$ cat config.mk
export PLATFORM = sky130hd
export DESIGN_NAME = zbt_video_top
export DESIGN_NICKNAME = d
export VERILOG_FILES = /design/src/hw/video_pkg.sv /design/src/hw/video_timing.sv /design/src/hw/bar_pattern_writer.sv /design/src/hw/zbt_controller.sv /design/src/hw/pixel_fetch.sv /design/src/hw/pixel_output.sv /design/src/hw/zbt_video_top.sv
export VERILOG_INCLUDE_DIRS = /design/src /design/src/hw
export SDC_FILE = /design/constraint.sdc
export NUM_CORES = 1
export LEC_CHECK = 0
export BUFFER_PORTS_ARGS = -buffer_cell sky130_fd_sc_hd__buf_2
export CELL_PAD_IN_SITES_DETAIL_PLACEMENT = 0
export CELL_PAD_IN_SITES_GLOBAL_PLACEMENT = 1
export CORE_MARGIN = 3
export CORE_UTILIZATION = 46
export CTS_BUF_LIST = sky130_fd_sc_hd__clkbuf_4
export CTS_CLUSTER_DIAMETER = 200
export DETAILED_ROUTE_END_ITERATION = 12
export PLACE_DENSITY = 0.91
export SYNTH_ARGS = -nofsm -noshare
export SYNTH_HDL_FRONTEND = slang
export SYNTH_SLANG_ARGS = --single-unit
export TNS_END_PERCENT = 100
$ cat constraint.sdc
create_clock -name clk -period 5.14 [get_ports clk]
set_input_delay 1.285 -clock clk [delete_from_list [all_inputs] [get_ports clk]]
set_output_delay 1.285 -clock clk [all_outputs]
set_load 0.05 [all_outputs]
$ cat src/hw/video_defs.svh
`ifndef VIDEO_DEFS_SVH
`define VIDEO_DEFS_SVH

////////////////////
// xga raster geometry
////////////////////

// horizontal, in pixel clocks
`define H_ACTIVE   1024
`define H_SYNC_ON  1047
`define H_SYNC_OFF 1183
`define H_TOTAL    1344

// vertical, in lines
`define V_ACTIVE   768
`define V_SYNC_ON  776
`define V_SYNC_OFF 782
`define V_TOTAL    806

// counter widths
`define HCOUNT_W 11
`define VCOUNT_W 10

////////////////////
// zbt memory
////////////////////

// 512k words of 36 bits
`define ADDR_W 19
`define WORD_W 36

// one stored pixel, two per word
`define PIX_W 18

////////////////////
// fetch pipeline
////////////////////

// columns the read address runs ahead of the raster
`define FETCH_LEAD 8

`endif

$ cat src/hw/video_pkg.sv
`include "video_defs.svh"

package video_pkg;

   ////////////////////
   // raster state
   ////////////////////

   // one pixel position plus its sync and blank levels
   typedef struct packed {
      logic [`HCOUNT_W-1:0] hcount;
      logic [`VCOUNT_W-1:0] vcount;
      // active low
      logic                 hsync;
      // active low
      logic                 vsync;
      // high outside the active window
      logic                 blank;
   } raster_t;

   ////////////////////
   // memory side
   ////////////////////

   // write request from the pattern writer
   typedef struct packed {
      logic [`ADDR_W-1:0] addr;
      logic [`WORD_W-1:0] data;
   } mem_req_t;

   // one sram word, seen as two pixels by the display
   // and as four byte-plus-parity lanes by the pattern writer
   typedef union packed {
      // pix[1] is the even column, in the upper half
      logic [1:0][`PIX_W-1:0]   pix;
      logic [3:0][`WORD_W/4-1:0] lane;
   } vram_word_u;

   ////////////////////
   // colour
   ////////////////////

   // stored pixel format, red in the top bits
   typedef struct packed {
      logic [5:0] r;
      logic [5:0] g;
      logic [5:0] b;
   } rgb_t;

endpackage

$ cat src/hw/video_timing.sv
`include "video_defs.svh"

module video_timing
   import video_pkg::*;
(
   input  logic    clk,
   input  logic    rst,
   output raster_t raster
);

   // pixel and line counters
   logic [`HCOUNT_W-1:0] hcount;
   logic [`VCOUNT_W-1:0] vcount;

   // registered levels, aligned with the counts
   logic hblank;
   logic vblank;
   logic hsync;
   logic vsync;
   logic blank;

   ////////////////////
   // count decodes
   ////////////////////

   logic hblank_on;
   logic hsync_on;
   logic hsync_off;
   logic hreset;
   logic vblank_on;
   logic vsync_on;
   logic vsync_off;
   logic vreset;
   logic next_hblank;
   logic next_vblank;

   assign hblank_on = (hcount == `HCOUNT_W'(`H_ACTIVE - 1));
   assign hsync_on  = (hcount == `HCOUNT_W'(`H_SYNC_ON));
   assign hsync_off = (hcount == `HCOUNT_W'(`H_SYNC_OFF));
   assign hreset    = (hcount == `HCOUNT_W'(`H_TOTAL - 1));

   // vertical events only fire on the last pixel of a line
   assign vblank_on = hreset && (vcount == `VCOUNT_W'(`V_ACTIVE - 1));
   assign vsync_on  = hreset && (vcount == `VCOUNT_W'(`V_SYNC_ON));
   assign vsync_off = hreset && (vcount == `VCOUNT_W'(`V_SYNC_OFF));
   assign vreset    = hreset && (vcount == `VCOUNT_W'(`V_TOTAL - 1));

   // blank state for the next cycle
   assign next_hblank = hreset ? 1'b0 : (hblank_on ? 1'b1 : hblank);
   assign next_vblank = vreset ? 1'b0 : (vblank_on ? 1'b1 : vblank);

   ////////////////////
   // counters and syncs
   ////////////////////

   always_ff @(posedge clk) begin
      if (rst) begin
         hcount <= '0;
         vcount <= '0;
         hblank <= 1'b0;
         vblank <= 1'b0;
         hsync  <= 1'b1;
         vsync  <= 1'b1;
         blank  <= 1'b0;
      end else begin
         hcount <= hreset ? '0 : hcount + 1'b1;
         if (hreset) begin
            vcount <= vreset ? '0 : vcount + 1'b1;
         end
         hblank <= next_hblank;
         vblank <= next_vblank;
         // syncs are active low
         if (hsync_on) begin
            hsync <= 1'b0;
         end else if (hsync_off) begin
            hsync <= 1'b1;
         end
         if (vsync_on) begin
            vsync <= 1'b0;
         end else if (vsync_off) begin
            vsync <= 1'b1;
         end
         // either blank for the next cycle blanks the pixel
         blank <= next_vblank | next_hblank;
      end
   end

   assign raster = '{hcount: hcount, vcount: vcount, hsync: hsync,
                     vsync: vsync, blank: blank};

endmodule

$ cat src/hw/bar_pattern_writer.sv
`include "video_defs.svh"

module bar_pattern_writer
   import video_pkg::*;
(
   input  logic     clk,
   input  logic     rst,
   input  logic     period_sel,
   output mem_req_t req
);

   // free running write address
   logic [`ADDR_W-1:0] count;

   // bar index placed in every lane
   logic [3:0] field;

   vram_word_u pattern;

   ////////////////////
   // address counter
   ////////////////////

   always_ff @(posedge clk) begin
      if (rst) begin
         count <= '0;
      end else begin
         count <= count + 1'b1;
      end
   end

   ////////////////////
   // lane data
   ////////////////////

   // short period uses bits 6..3, long period bits 7..4
   assign field = period_sel ? count[6:3] : count[7:4];

   always_comb begin
      pattern = '0;
      for (int i = 0; i < 4; i++) begin
         // field in the top of the lane, zeros below
         pattern.lane[i] = {field, {(`WORD_W / 4 - 4){1'b0}}};
      end
   end

   // request is valid every cycle
   assign req.addr = count;
   assign req.data = pattern;

endmodule

$ cat src/hw/zbt_controller.sv
`include "video_defs.svh"

module zbt_controller
   import video_pkg::*;
(
   input  logic               clk,
   input  logic               rst,
   input  raster_t            raster,
   input  logic               write_en,
   input  mem_req_t           wreq,
   input  logic [`ADDR_W-1:0] read_addr,
   input  logic [`WORD_W-1:0] ram_rdata,
   output logic [`ADDR_W-1:0] ram_addr,
   output logic               ram_we_b,
   output logic [`WORD_W-1:0] ram_wdata,
   output logic               ram_wdata_oe,
   output vram_word_u         read_data
);

   // write owns the port during blanking
   logic wr_sel;

   // late-write data pipe, first stage sits with the address
   logic [`WORD_W-1:0] wdata_q;
   logic [`WORD_W-1:0] wdata_p1;

   // driver enable one stage behind ram_we_b
   logic oe_p1;

   assign wr_sel = raster.blank & write_en;

   ////////////////////
   // address and strobe
   ////////////////////

   always_ff @(posedge clk) begin
      if (rst) begin
         ram_addr     <= '0;
         ram_we_b     <= 1'b1;
         oe_p1        <= 1'b0;
         ram_wdata_oe <= 1'b0;
      end else begin
         ram_addr     <= wr_sel ? wreq.addr : read_addr;
         ram_we_b     <= ~wr_sel;
         // drivers on two cycles after the write address
         oe_p1        <= ~ram_we_b;
         ram_wdata_oe <= oe_p1;
      end
   end

   // write data trails its address by two cycles
   always_ff @(posedge clk) begin
      wdata_q   <= wreq.data;
      wdata_p1  <= wdata_q;
      ram_wdata <= wdata_p1;
   end

   // read word goes straight back to the fetch latches
   assign read_data = ram_rdata;

endmodule

$ cat src/hw/pixel_fetch.sv
`include "video_defs.svh"

module pixel_fetch
   import video_pkg::*;
(
   input  logic               clk,
   input  logic               rst,
   input  raster_t            raster,
   input  vram_word_u         read_data,
   output logic [`ADDR_W-1:0] read_addr,
   output rgb_t               pixel
);

   // forecast position
   logic                 wrap;
   logic [`HCOUNT_W-1:0] fh;
   logic [`VCOUNT_W-1:0] fv;

   // returned word and the copy being shown
   vram_word_u word_latched;
   vram_word_u word_shown;

   ////////////////////
   // address forecast
   ////////////////////

   // forecast runs past the end of the line
   assign wrap = (raster.hcount >= `HCOUNT_W'(`H_TOTAL - `FETCH_LEAD));

   always_comb begin
      if (wrap) begin
         fh = raster.hcount - `HCOUNT_W'(`H_TOTAL - `FETCH_LEAD);
         // last line wraps to the top of the frame
         if (raster.vcount == `VCOUNT_W'(`V_TOTAL - 1)) begin
            fv = '0;
         end else begin
            fv = raster.vcount + 1'b1;
         end
      end else begin
         fh = raster.hcount + `HCOUNT_W'(`FETCH_LEAD);
         fv = raster.vcount;
      end
   end

   // two pixels per word, so column bit 0 drops out
   // forecast register plus controller register plus two-cycle read
   // puts word g on the bus at columns g-4 and g-3
   always_ff @(posedge clk) begin
      if (rst) begin
         read_addr <= '0;
      end else begin
         read_addr <= {fv, fh[`ADDR_W-`VCOUNT_W:1]};
      end
   end

   ////////////////////
   // word latches
   ////////////////////

   // both update on odd columns
   // latched holds word g over g-2..g-1, shown over g..g+1
   always_ff @(posedge clk) begin
      if (raster.hcount[0]) begin
         word_latched <= read_data;
         word_shown   <= word_latched;
      end
   end

   ////////////////////
   // pixel select
   ////////////////////

   // even column takes the upper half
   assign pixel = raster.hcount[0] ? rgb_t'(word_shown.pix[0])
                                   : rgb_t'(word_shown.pix[1]);

endmodule

$ cat src/hw/pixel_output.sv
module pixel_output
   import video_pkg::*;
(
   input  logic       clk,
   input  logic       rst,
   input  raster_t    raster,
   input  logic       test_bar_sel,
   input  rgb_t       pixel,
   output logic [7:0] vga_red,
   output logic [7:0] vga_green,
   output logic [7:0] vga_blue,
   output logic       vga_hsync,
   output logic       vga_vsync,
   output logic       vga_blank_b
);

   // grey vertical bars, 64 columns wide
   rgb_t bar;
   rgb_t rgb_q;

   assign bar.r = {raster.hcount[8:6], 3'b000};
   assign bar.g = {raster.hcount[8:6], 3'b000};
   assign bar.b = {raster.hcount[8:6], 3'b000};

   ////////////////////
   // output registers
   ////////////////////

   // colour in step with sync and blank
   always_ff @(posedge clk) begin
      rgb_q <= test_bar_sel ? bar : pixel;
   end

   always_ff @(posedge clk) begin
      if (rst) begin
         vga_hsync   <= 1'b1;
         vga_vsync   <= 1'b1;
         vga_blank_b <= 1'b0;
      end else begin
         vga_hsync   <= raster.hsync;
         vga_vsync   <= raster.vsync;
         vga_blank_b <= ~raster.blank;
      end
   end

   // dac takes 8 bits, low two tied off
   assign vga_red   = {rgb_q.r, 2'b00};
   assign vga_green = {rgb_q.g, 2'b00};
   assign vga_blue  = {rgb_q.b, 2'b00};

endmodule

$ cat src/hw/zbt_video_top.sv
`include "video_defs.svh"

module zbt_video_top
   import video_pkg::*;
(
   input  logic               clk,
   input  logic               rst,
   // switches
   input  logic               test_bar_sel,
   input  logic               pattern_period_sel,
   input  logic               pattern_write_en,
   // vga dac
   output logic [7:0]         vga_red,
   output logic [7:0]         vga_green,
   output logic [7:0]         vga_blue,
   output logic               vga_hsync,
   output logic               vga_vsync,
   output logic               vga_blank_b,
   // zbt sram
   output logic [`ADDR_W-1:0] ram_addr,
   output logic               ram_we_b,
   output logic [`WORD_W-1:0] ram_wdata,
   output logic               ram_wdata_oe,
   input  logic [`WORD_W-1:0] ram_rdata
);

   raster_t            raster;
   mem_req_t           wreq;
   logic [`ADDR_W-1:0] read_addr;
   vram_word_u         read_data;
   rgb_t               pixel;

   ////////////////////
   // decode stage
   ////////////////////

   video_timing u_timing (
      .clk    (clk),
      .rst    (rst),
      .raster (raster)
   );

   ////////////////////
   // execute stage
   ////////////////////

   bar_pattern_writer u_writer (
      .clk        (clk),
      .rst        (rst),
      .period_sel (pattern_period_sel),
      .req        (wreq)
   );

   zbt_controller u_ctrl (
      .clk          (clk),
      .rst          (rst),
      .raster       (raster),
      .write_en     (pattern_write_en),
      .wreq         (wreq),
      .read_addr    (read_addr),
      .ram_rdata    (ram_rdata),
      .ram_addr     (ram_addr),
      .ram_we_b     (ram_we_b),
      .ram_wdata    (ram_wdata),
      .ram_wdata_oe (ram_wdata_oe),
      .read_data    (read_data)
   );

   ////////////////////
   // result stage
   ////////////////////

   pixel_fetch u_fetch (
      .clk       (clk),
      .rst       (rst),
      .raster    (raster),
      .read_data (read_data),
      .read_addr (read_addr),
      .pixel     (pixel)
   );

   pixel_output u_out (
      .clk          (clk),
      .rst          (rst),
      .raster       (raster),
      .test_bar_sel (test_bar_sel),
      .pixel        (pixel),
      .vga_red      (vga_red),
      .vga_green    (vga_green),
      .vga_blue     (vga_blue),
      .vga_hsync    (vga_hsync),
      .vga_vsync    (vga_vsync),
      .vga_blank_b  (vga_blank_b)
   );

endmodule

## Yosys cells after proc, flatten, opt, wreduce, memory -nomap -nowiden

Cells that the tools add are included.

| cells by class | value |
|---|---|
| multiplexer cells | 16 |
| add/sub/neg operators | 5 |
| $lt $le $gt $ge | 1 |
| equal/unequal tests | 8 |
| reduce and logical (&&, ||, !) cells | 7 |
| bitwise operators | 5 |

Operator list:

| cell | number |
|---|---|
| 10-bit == test, second input constant | 4 |
| 10-bit 2-to-1 mux | 4 |
| 18-bit 2-to-1 mux | 2 |
| 11-bit == test, second input constant | 3 |
| 19-bit by 1-bit adder with 19-bit output, second input constant | 1 |
| 19-bit 2-to-1 mux | 1 |
| 11-bit by 1-bit adder with 11-bit output, second input constant | 1 |
| 11-bit by 10-bit == test with 1-bit output, second input constant | 1 |
| 11-bit >= comparator, second input constant | 1 |
| 10-bit by 1-bit adder with 10-bit output, second input constant | 1 |
| 10-bit by 4-bit adder with 10-bit output, second input constant | 1 |
| 10-bit by 9-bit subtractor with 10-bit output, second input constant | 1 |
| 1-bit 2-to-1 mux | 8 |
| 1-bit logical AND | 4 |
| 4-bit 2-to-1 mux | 1 |
| 2-bit nonzero test | 2 |
| 1-bit NOT | 3 |
| 2-bit OR reduction | 1 |
| 1-bit AND | 1 |
| 1-bit bitwise OR | 1 |

| word-level totals | value |
|---|---|
| bits of input ports | 41 |
| flip-flop bits (word level) | 227 |
| output and inout port bits | 84 |
| word-level logic and storage cells | 69 |

## Depth between registers and ports, before layout

| depth | value |
|---|---|
| depth after elaboration | 5 |
| mapped depth | 13 |
| depth with buffers taken out | 11 |

## Hierarchy

From an unflattened synthesis, not the netlist that was laid out.

| second synthesis, totals | value |
|---|---|
| cell total of the unflattened synthesis | 787 |
| area, all modules | 10100.9 um^2 |

By module, submodules not included:

| module | cells each | area an instance (um^2) | times used | seq. area each (um^2) |
|---|---|---|---|---|
| pixel_fetch | 221 | 3535.9 | 1 | 2542.4 |
| zbt_controller | 236 | 3534.6 | 1 | 2602.5 |
| video_timing | 147 | 1243.7 | 1 | 520.5 |
| bar_pattern_writer | 132 | 1112.3 | 1 | 380.4 |
| pixel_output | 51 | 674.4 | 1 | 420.4 |

## Worst setup path before layout

OpenSTA, ideal clock, no wires.

| timing | value |
|---|---|
| path kind | register -> register |
| start | register u_timing.hcount[0] |
| end | register u_fetch.read_addr[7] |
| setup slack | 0.858 ns |
| library setup time | 0.128 ns |
| required time | 5.012 ns |
| stages on the path, launching flop included | 14 |
| data arrival time | 4.155 ns |
| buffers on the path | 2 |
| clock period less this slack | 4.282 ns |
| cells stage by stage | dfxtp_1 clkbuf_1 clkbuf_1 inv_1 ha_1 inv_1 o311ai_2 nand2_1 inv_1 ha_1 a41o_1 a21oi_1 xor2_1 nor2_1 |

| between the ends | value |
|---|---|
| longest elaborated chain between the ends | 2 |
| elaborated cells between the ends (all ways) | 4 |
| those cells by class | add/sub: 2; order compare: 1; mux: 1 |

Ends and longest elaborated chain:

| what | RTL line | source |
|---|---|---|
| start, declared | video_timing.sv:12 | `` logic [`HCOUNT_W-1:0] hcount; `` |
| start signal, assigned | video_timing.sv:66 | `hcount <= hreset ? '0 : hcount + 1'b1;` |
| 10-bit by 4-bit adder with 10-bit output, or another cell as far along | pixel_fetch.sv:40 | `` fh = raster.hcount + `HCOUNT_W'(`FETCH_LEAD); `` |
| 10-bit 2-to-1 mux (*) | pixel_fetch.sv:31 | `if (wrap) begin` |
| end signal, assigned | pixel_fetch.sv:52 | `` read_addr <= {fv, fh[`ADDR_W-`VCOUNT_W:1]}; `` |
| end, declared | pixel_fetch.sv:10 | `` output logic [`ADDR_W-1:0] read_addr, `` |

Every way passes the cells marked *; elsewhere a longest branch is shown, timed or not.
A chain may end at the register's enable or synchronous reset.

## Final worst setup path

| timing | value |
|---|---|
| start | register u_timing.hcount[5] |
| end | register u_fetch.read_addr[7] |

The elaborated chain is that of the path after synthesis.

==> run_summary.xml <==
<?xml version="1.0" encoding="UTF-8"?>
<metrics>
  <group name="placement">
    <metric name="place_hpwl" unit="mm">8.79</metric>
    <metric name="gpl.final_weighted_congestion" unit="">0.859</metric>
    <metric name="place.port_buffers" unit="">98</metric>
    <metric name="placed_area" unit="um^2">7670</metric>
  </group>
  <group name="setup_path">
    <metric name="rr_endpoint" unit="">u_fetch.read_addr[7]$_SDFF_PP0_</metric>
    <metric name="critical_path.endpoint_type" unit="">flip-flop</metric>
    <metric name="rr_worst_depth" unit="">9</metric>
    <metric name="worst-endpoint-arrival" unit="ns">3.05</metric>
    <metric name="worst_setup_path_start_kind" unit="">flip-flop</metric>
    <metric name="regToRegSetupSlack" unit="ns">2.53</metric>
    <metric name="crit_fanout" unit="">10</metric>
    <metric name="cp_data_required_time" unit="ns">5.58</metric>
    <metric name="critPathKind" unit="">reg -&gt; reg</metric>
    <metric name="r2r-start" unit="">u_timing.hcount[5]$_SDFF_PP0_</metric>
  </group>
  <group name="cts">
    <metric name="clock_sink_total" unit="">191</metric>
    <metric name="cts-root-to-sink-buffers" unit="">2</metric>
    <metric name="cts_hold_buf" unit="">0</metric>
    <metric name="h-tree-depth" unit="">4</metric>
    <metric name="clock_root_buffer_master" unit="">sky130_fd_sc_hd__clkbuf_4</metric>
    <metric name="cts.reportedPaths.clkPinSlew" unit="ns">0.16</metric>
    <metric name="cts_buf_count" unit="">17</metric>
    <metric name="worst_skew_pair.late_latency" unit="ns">0.57</metric>
    <metric name="tritoncts" unit="">yes</metric>
    <metric name="post-cts-setup-buffer-count" unit="">0</metric>
    <metric name="cts-resized-gates" unit="">0</metric>
  </group>
  <group name="worst_hold_path">
    <metric name="hold_path_depth" unit="">0</metric>
    <metric name="hold_path.startpoint" unit="">u_ctrl.wdata_q[32]$_DFF_P_</metric>
    <metric name="worstHoldEndpoint" unit="">u_ctrl.wdata_p1[32]$_DFF_P_</metric>
    <metric name="hold_path.class" unit="">reg -&gt; reg</metric>
  </group>
  <group name="sta">
    <metric name="setup_total_negative_slack" unit="ns">0</metric>
    <metric name="maxClockFrequency" unit="MHz">384</metric>
    <metric name="final_min_period_over_clock_period" unit="%">50.7</metric>
    <metric name="max_slew.worst_pin.slew" unit="ns">1.17</metric>
    <metric name="grt_setup_unrepaired" unit="">false</metric>
    <metric name="fin_worst_skew" unit="ns">0.0190</metric>
    <metric name="timing.final.hold_violations" unit="">0</metric>
    <metric name="maxSlewViolCount" unit="">0</metric>
    <metric name="post-route-min-period" unit="ns">2.61</metric>
    <metric name="timing.final.setup_violations" unit="">0</metric>
    <metric name="worst_slew_margin_rel" unit="%">22.2</metric>
  </group>
  <group name="power_and_ir_drop">
    <metric name="power-per-cell-area" unit="nW/um^2">329</metric>
    <metric name="static-leakage-power" unit="nW">3.07</metric>
    <metric name="max-vdd-ir-drop" unit="mV">0.238</metric>
  </group>
  <group name="route">
    <metric name="ant_nets_after_route" unit="">0</metric>
    <metric name="detailedRoute.firstPassIterationCount" unit="">4</metric>
    <metric name="route.vias.total" unit="">4767</metric>
    <metric name="detail_route.vias_per_cell" unit="">5.09</metric>
    <metric name="first_iter_violations" unit="">256</metric>
    <metric name="totalWireLength" unit="mm">13.0</metric>
    <metric name="wl_per_cell" unit="um">13.9</metric>
    <metric name="drc" unit="">0</metric>
  </group>
  <group name="logic_synthesis">
    <metric name="ys_types" unit="">54</metric>
    <metric name="synthesis.yosys.warnings" unit="">0</metric>
    <metric name="syn-instance-count" unit="">642</metric>
    <metric name="number_of_enable_type_register_cells_in_the_synthesized_netlist" unit="">72</metric>
    <metric name="ys_seq_elements" unit="">191</metric>
    <metric name="mean_cell_area_of_the_mapped_netlist" unit="um^2">11.3</metric>
    <metric name="synth_sequential_area_ratio" unit="%">62.7</metric>
    <metric name="syn_area" unit="um^2">7250</metric>
    <metric name="dominantRegCellSynth" unit="">sky130_fd_sc_hd__dfxtp_1</metric>
    <metric name="synth_async_sr_flop_share" unit="%">0</metric>
  </group>
  <group name="run_status">
    <metric name="status" unit="">completed</metric>
  </group>
  <group name="floorplanning">
    <metric name="floorplan.die_area" unit="um^2">17300</metric>
    <metric name="core_rows" unit="">45</metric>
    <metric name="fp.coreArea" unit="um^2">15300</metric>
    <metric name="initial_core_util" unit="%">47.3</metric>
    <metric name="floorplan.die.width" unit="um">132</metric>
    <metric name="io-pin-count" unit="">125</metric>
    <metric name="die_y" unit="um">132</metric>
  </group>
  <group name="layout">
    <metric name="syn2layout_area_growth" unit="%">10.2</metric>
    <metric name="num_antenna_cells" unit="">0</metric>
    <metric name="n_fill_cell" unit="">1355</metric>
    <metric name="final_cell_mix" unit="">sky130_fd_sc_hd__dfxtp_1, sky130_fd_sc_hd__buf_2, sky130_fd_sc_hd__edfxtp_1</metric>
    <metric name="finish.instance_area" unit="um^2">7990</metric>
    <metric name="post_route_cells_drive_above_1_share" unit="%">20.3</metric>
    <metric name="final_common_cell" unit="">sky130_fd_sc_hd__dfxtp_1</metric>
    <metric name="layout.nets" unit="">763</metric>
  </group>
  <group name="global_route">
    <metric name="overflow_left_after_global_routing" unit="">0</metric>
    <metric name="overall_fraction_of_global_route_tracks_in_use" unit="%">15.1</metric>
    <metric name="grt_pass1_wl" unit="mm">21.3</metric>
    <metric name="grt_start_max_net_pins" unit="">102</metric>
    <metric name="first_global_vias" unit="">4459</metric>
    <metric name="grt_antenna_before_repair" unit="">0</metric>
  </group>
  <group name="flow_run">
    <metric name="maxCapViolations" unit="">0</metric>
  </group>
</metrics>
[through the flow]
step | setup slack (ns) | utilization (%) | instances | power [mW] | hold WS [ns]
floorplan | 0.858 | - | 667 | 1.82 | 0.310
global placement | 2.58 | 50.1 | 904 | 1.84 | 0.311
detailed placement | 2.55 | 50.1 | 904 | 1.85 | 0.312
CTS | 2.56 | 52.1 | 936 | 2.66 | 0.345
global route | 2.37 | 52.1 | 936 | 2.74 | 0.348
finish | 2.53 | 52.1 | 936 | 2.62 | 0.344
[cells in the mapped netlist (5+ instances only)]
master | n | area [um^2]
sky130_fd_sc_hd__ha_1 | 10 | 125
sky130_fd_sc_hd__edfxtp_1 | 72 | 2160
sky130_fd_sc_hd__a21oi_1 | 34 | 170
sky130_fd_sc_hd__or2_2 | 5 | 31.3
sky130_fd_sc_hd__and3_1 | 9 | 56.3
sky130_fd_sc_hd__buf_2 | 13 | 65.1
sky130_fd_sc_hd__clkbuf_1 | 19 | 71.3
sky130_fd_sc_hd__xnor2_1 | 8 | 70.1
sky130_fd_sc_hd__or3_1 | 8 | 50.1
sky130_fd_sc_hd__xor2_1 | 17 | 149
sky130_fd_sc_hd__and2_1 | 5 | 31.3
sky130_fd_sc_hd__mux2i_1 | 10 | 100
sky130_fd_sc_hd__dfxtp_1 | 119 | 2380
sky130_fd_sc_hd__nand3_1 | 16 | 80.1
sky130_fd_sc_hd__nand4_1 | 22 | 138
sky130_fd_sc_hd__o32ai_1 | 6 | 52.6
sky130_fd_sc_hd__nand2_1 | 63 | 236
sky130_fd_sc_hd__nor2_1 | 54 | 203
sky130_fd_sc_hd__inv_1 | 14 | 52.6
sky130_fd_sc_hd__buf_4 | 40 | 300
sky130_fd_sc_hd__a211oi_1 | 15 | 113
sky130_fd_sc_hd__o21ai_1 | 5 | 25.0
sky130_fd_sc_hd__o21ai_0 | 9 | 45.0
sky130_fd_sc_hd__nor2b_1 | 16 | 100
[layer usage]
| layer | global-route usage, % | vias to the layer above | routed length (um) |
|---|---|---|---|
| met2 | 23.2 | 186 | 6040 |
| met4 | 5.43 | 0 | 158 |
| met1 | 20.3 | 2226 | 5890 |
| met5 | 0 | - | 0 |
| li1 | - | 2340 | - |
| met3 | 4.56 | 15 | 920 |
[cell families after synthesis]
family,synth area share [%]
AND/OR/NAND/NOR,14.7
flip-flops,62.7
AO/OA/AOI/OAI,8.84
buffers and inverters,6.96
XOR/XNOR,3.02
multiplexers,2.00
adder cells (fa/ha/maj),1.73
other,0.0518
[area by class of cell]
cell class,count,area [um^2],area share [%]
sequential,191,4550,57.0
multi-input combinational,386,2290,28.7
timing repair buffer,101,513,6.42
tap,211,264,3.31
clock inverter,15,185,2.32
clock buffer,17,128,1.60
inverter,15,56.3,0.705
[worst max path at each step]
stage | cells after the start | slack, ns | to | start
6_report | 9 | 2.53 | u_fetch.read_addr[7]$_SDFF_PP0_ | u_timing.hcount[5]$_SDFF_PP0_
3_3_place_gp | 5 | 2.58 | u_timing.vcount[8]$_SDFFE_PP0N_ | rst
2_1_floorplan | 13 | 0.86 | u_fetch.read_addr[7]$_SDFF_PP0_ | u_timing.hcount[0]$_SDFF_PP0_
4_1_cts | 9 | 2.56 | u_fetch.read_addr[7]$_SDFF_PP0_ | u_timing.hcount[5]$_SDFF_PP0_
5_1_grt | 9 | 2.37 | u_fetch.read_addr[8]$_SDFF_PP0_ | u_timing.hcount[5]$_SDFF_PP0_
3_5_place_dp | 5 | 2.55 | u_timing.vcount[8]$_SDFFE_PP0N_ | rst
[state kept, by name, indices dropped and copies added (netlist names), 4 cells and up]
name and flops:
u_fetch.word_latched 36, u_fetch.word_shown 36, u_ctrl.ram_addr 19, u_fetch.read_addr 19, u_writer.count 19, u_timing.hcount 11
u_timing.vcount 10, u_out.vga_blue 6, u_out.vga_green 6, u_out.vga_red 6, u_ctrl.ram_wdata 4, u_ctrl.wdata_p1 4
u_ctrl.wdata_q 4
[report_power, final]
group / internal (mW) / switching (mW)
clock: 0.235 / 0.572
sequential: 1.62 / 0.0160
combinational: 0.0372 / 0.140
[worst max-delay path, cell delays in order (launching register included)]
cell and delay (ns):
sky130_fd_sc_hd__dfxtp_1 0.56, sky130_fd_sc_hd__nand3_1 0.20, sky130_fd_sc_hd__o311ai_2 0.42, sky130_fd_sc_hd__nand2_1 0.25
sky130_fd_sc_hd__inv_1 0.14, sky130_fd_sc_hd__ha_1 0.28, sky130_fd_sc_hd__a41o_1 0.26, sky130_fd_sc_hd__a21oi_1 0.17
sky130_fd_sc_hd__xor2_1 0.15, sky130_fd_sc_hd__nor2_1 0.05
No activity file was read; power rests on OpenSTA's default activity.
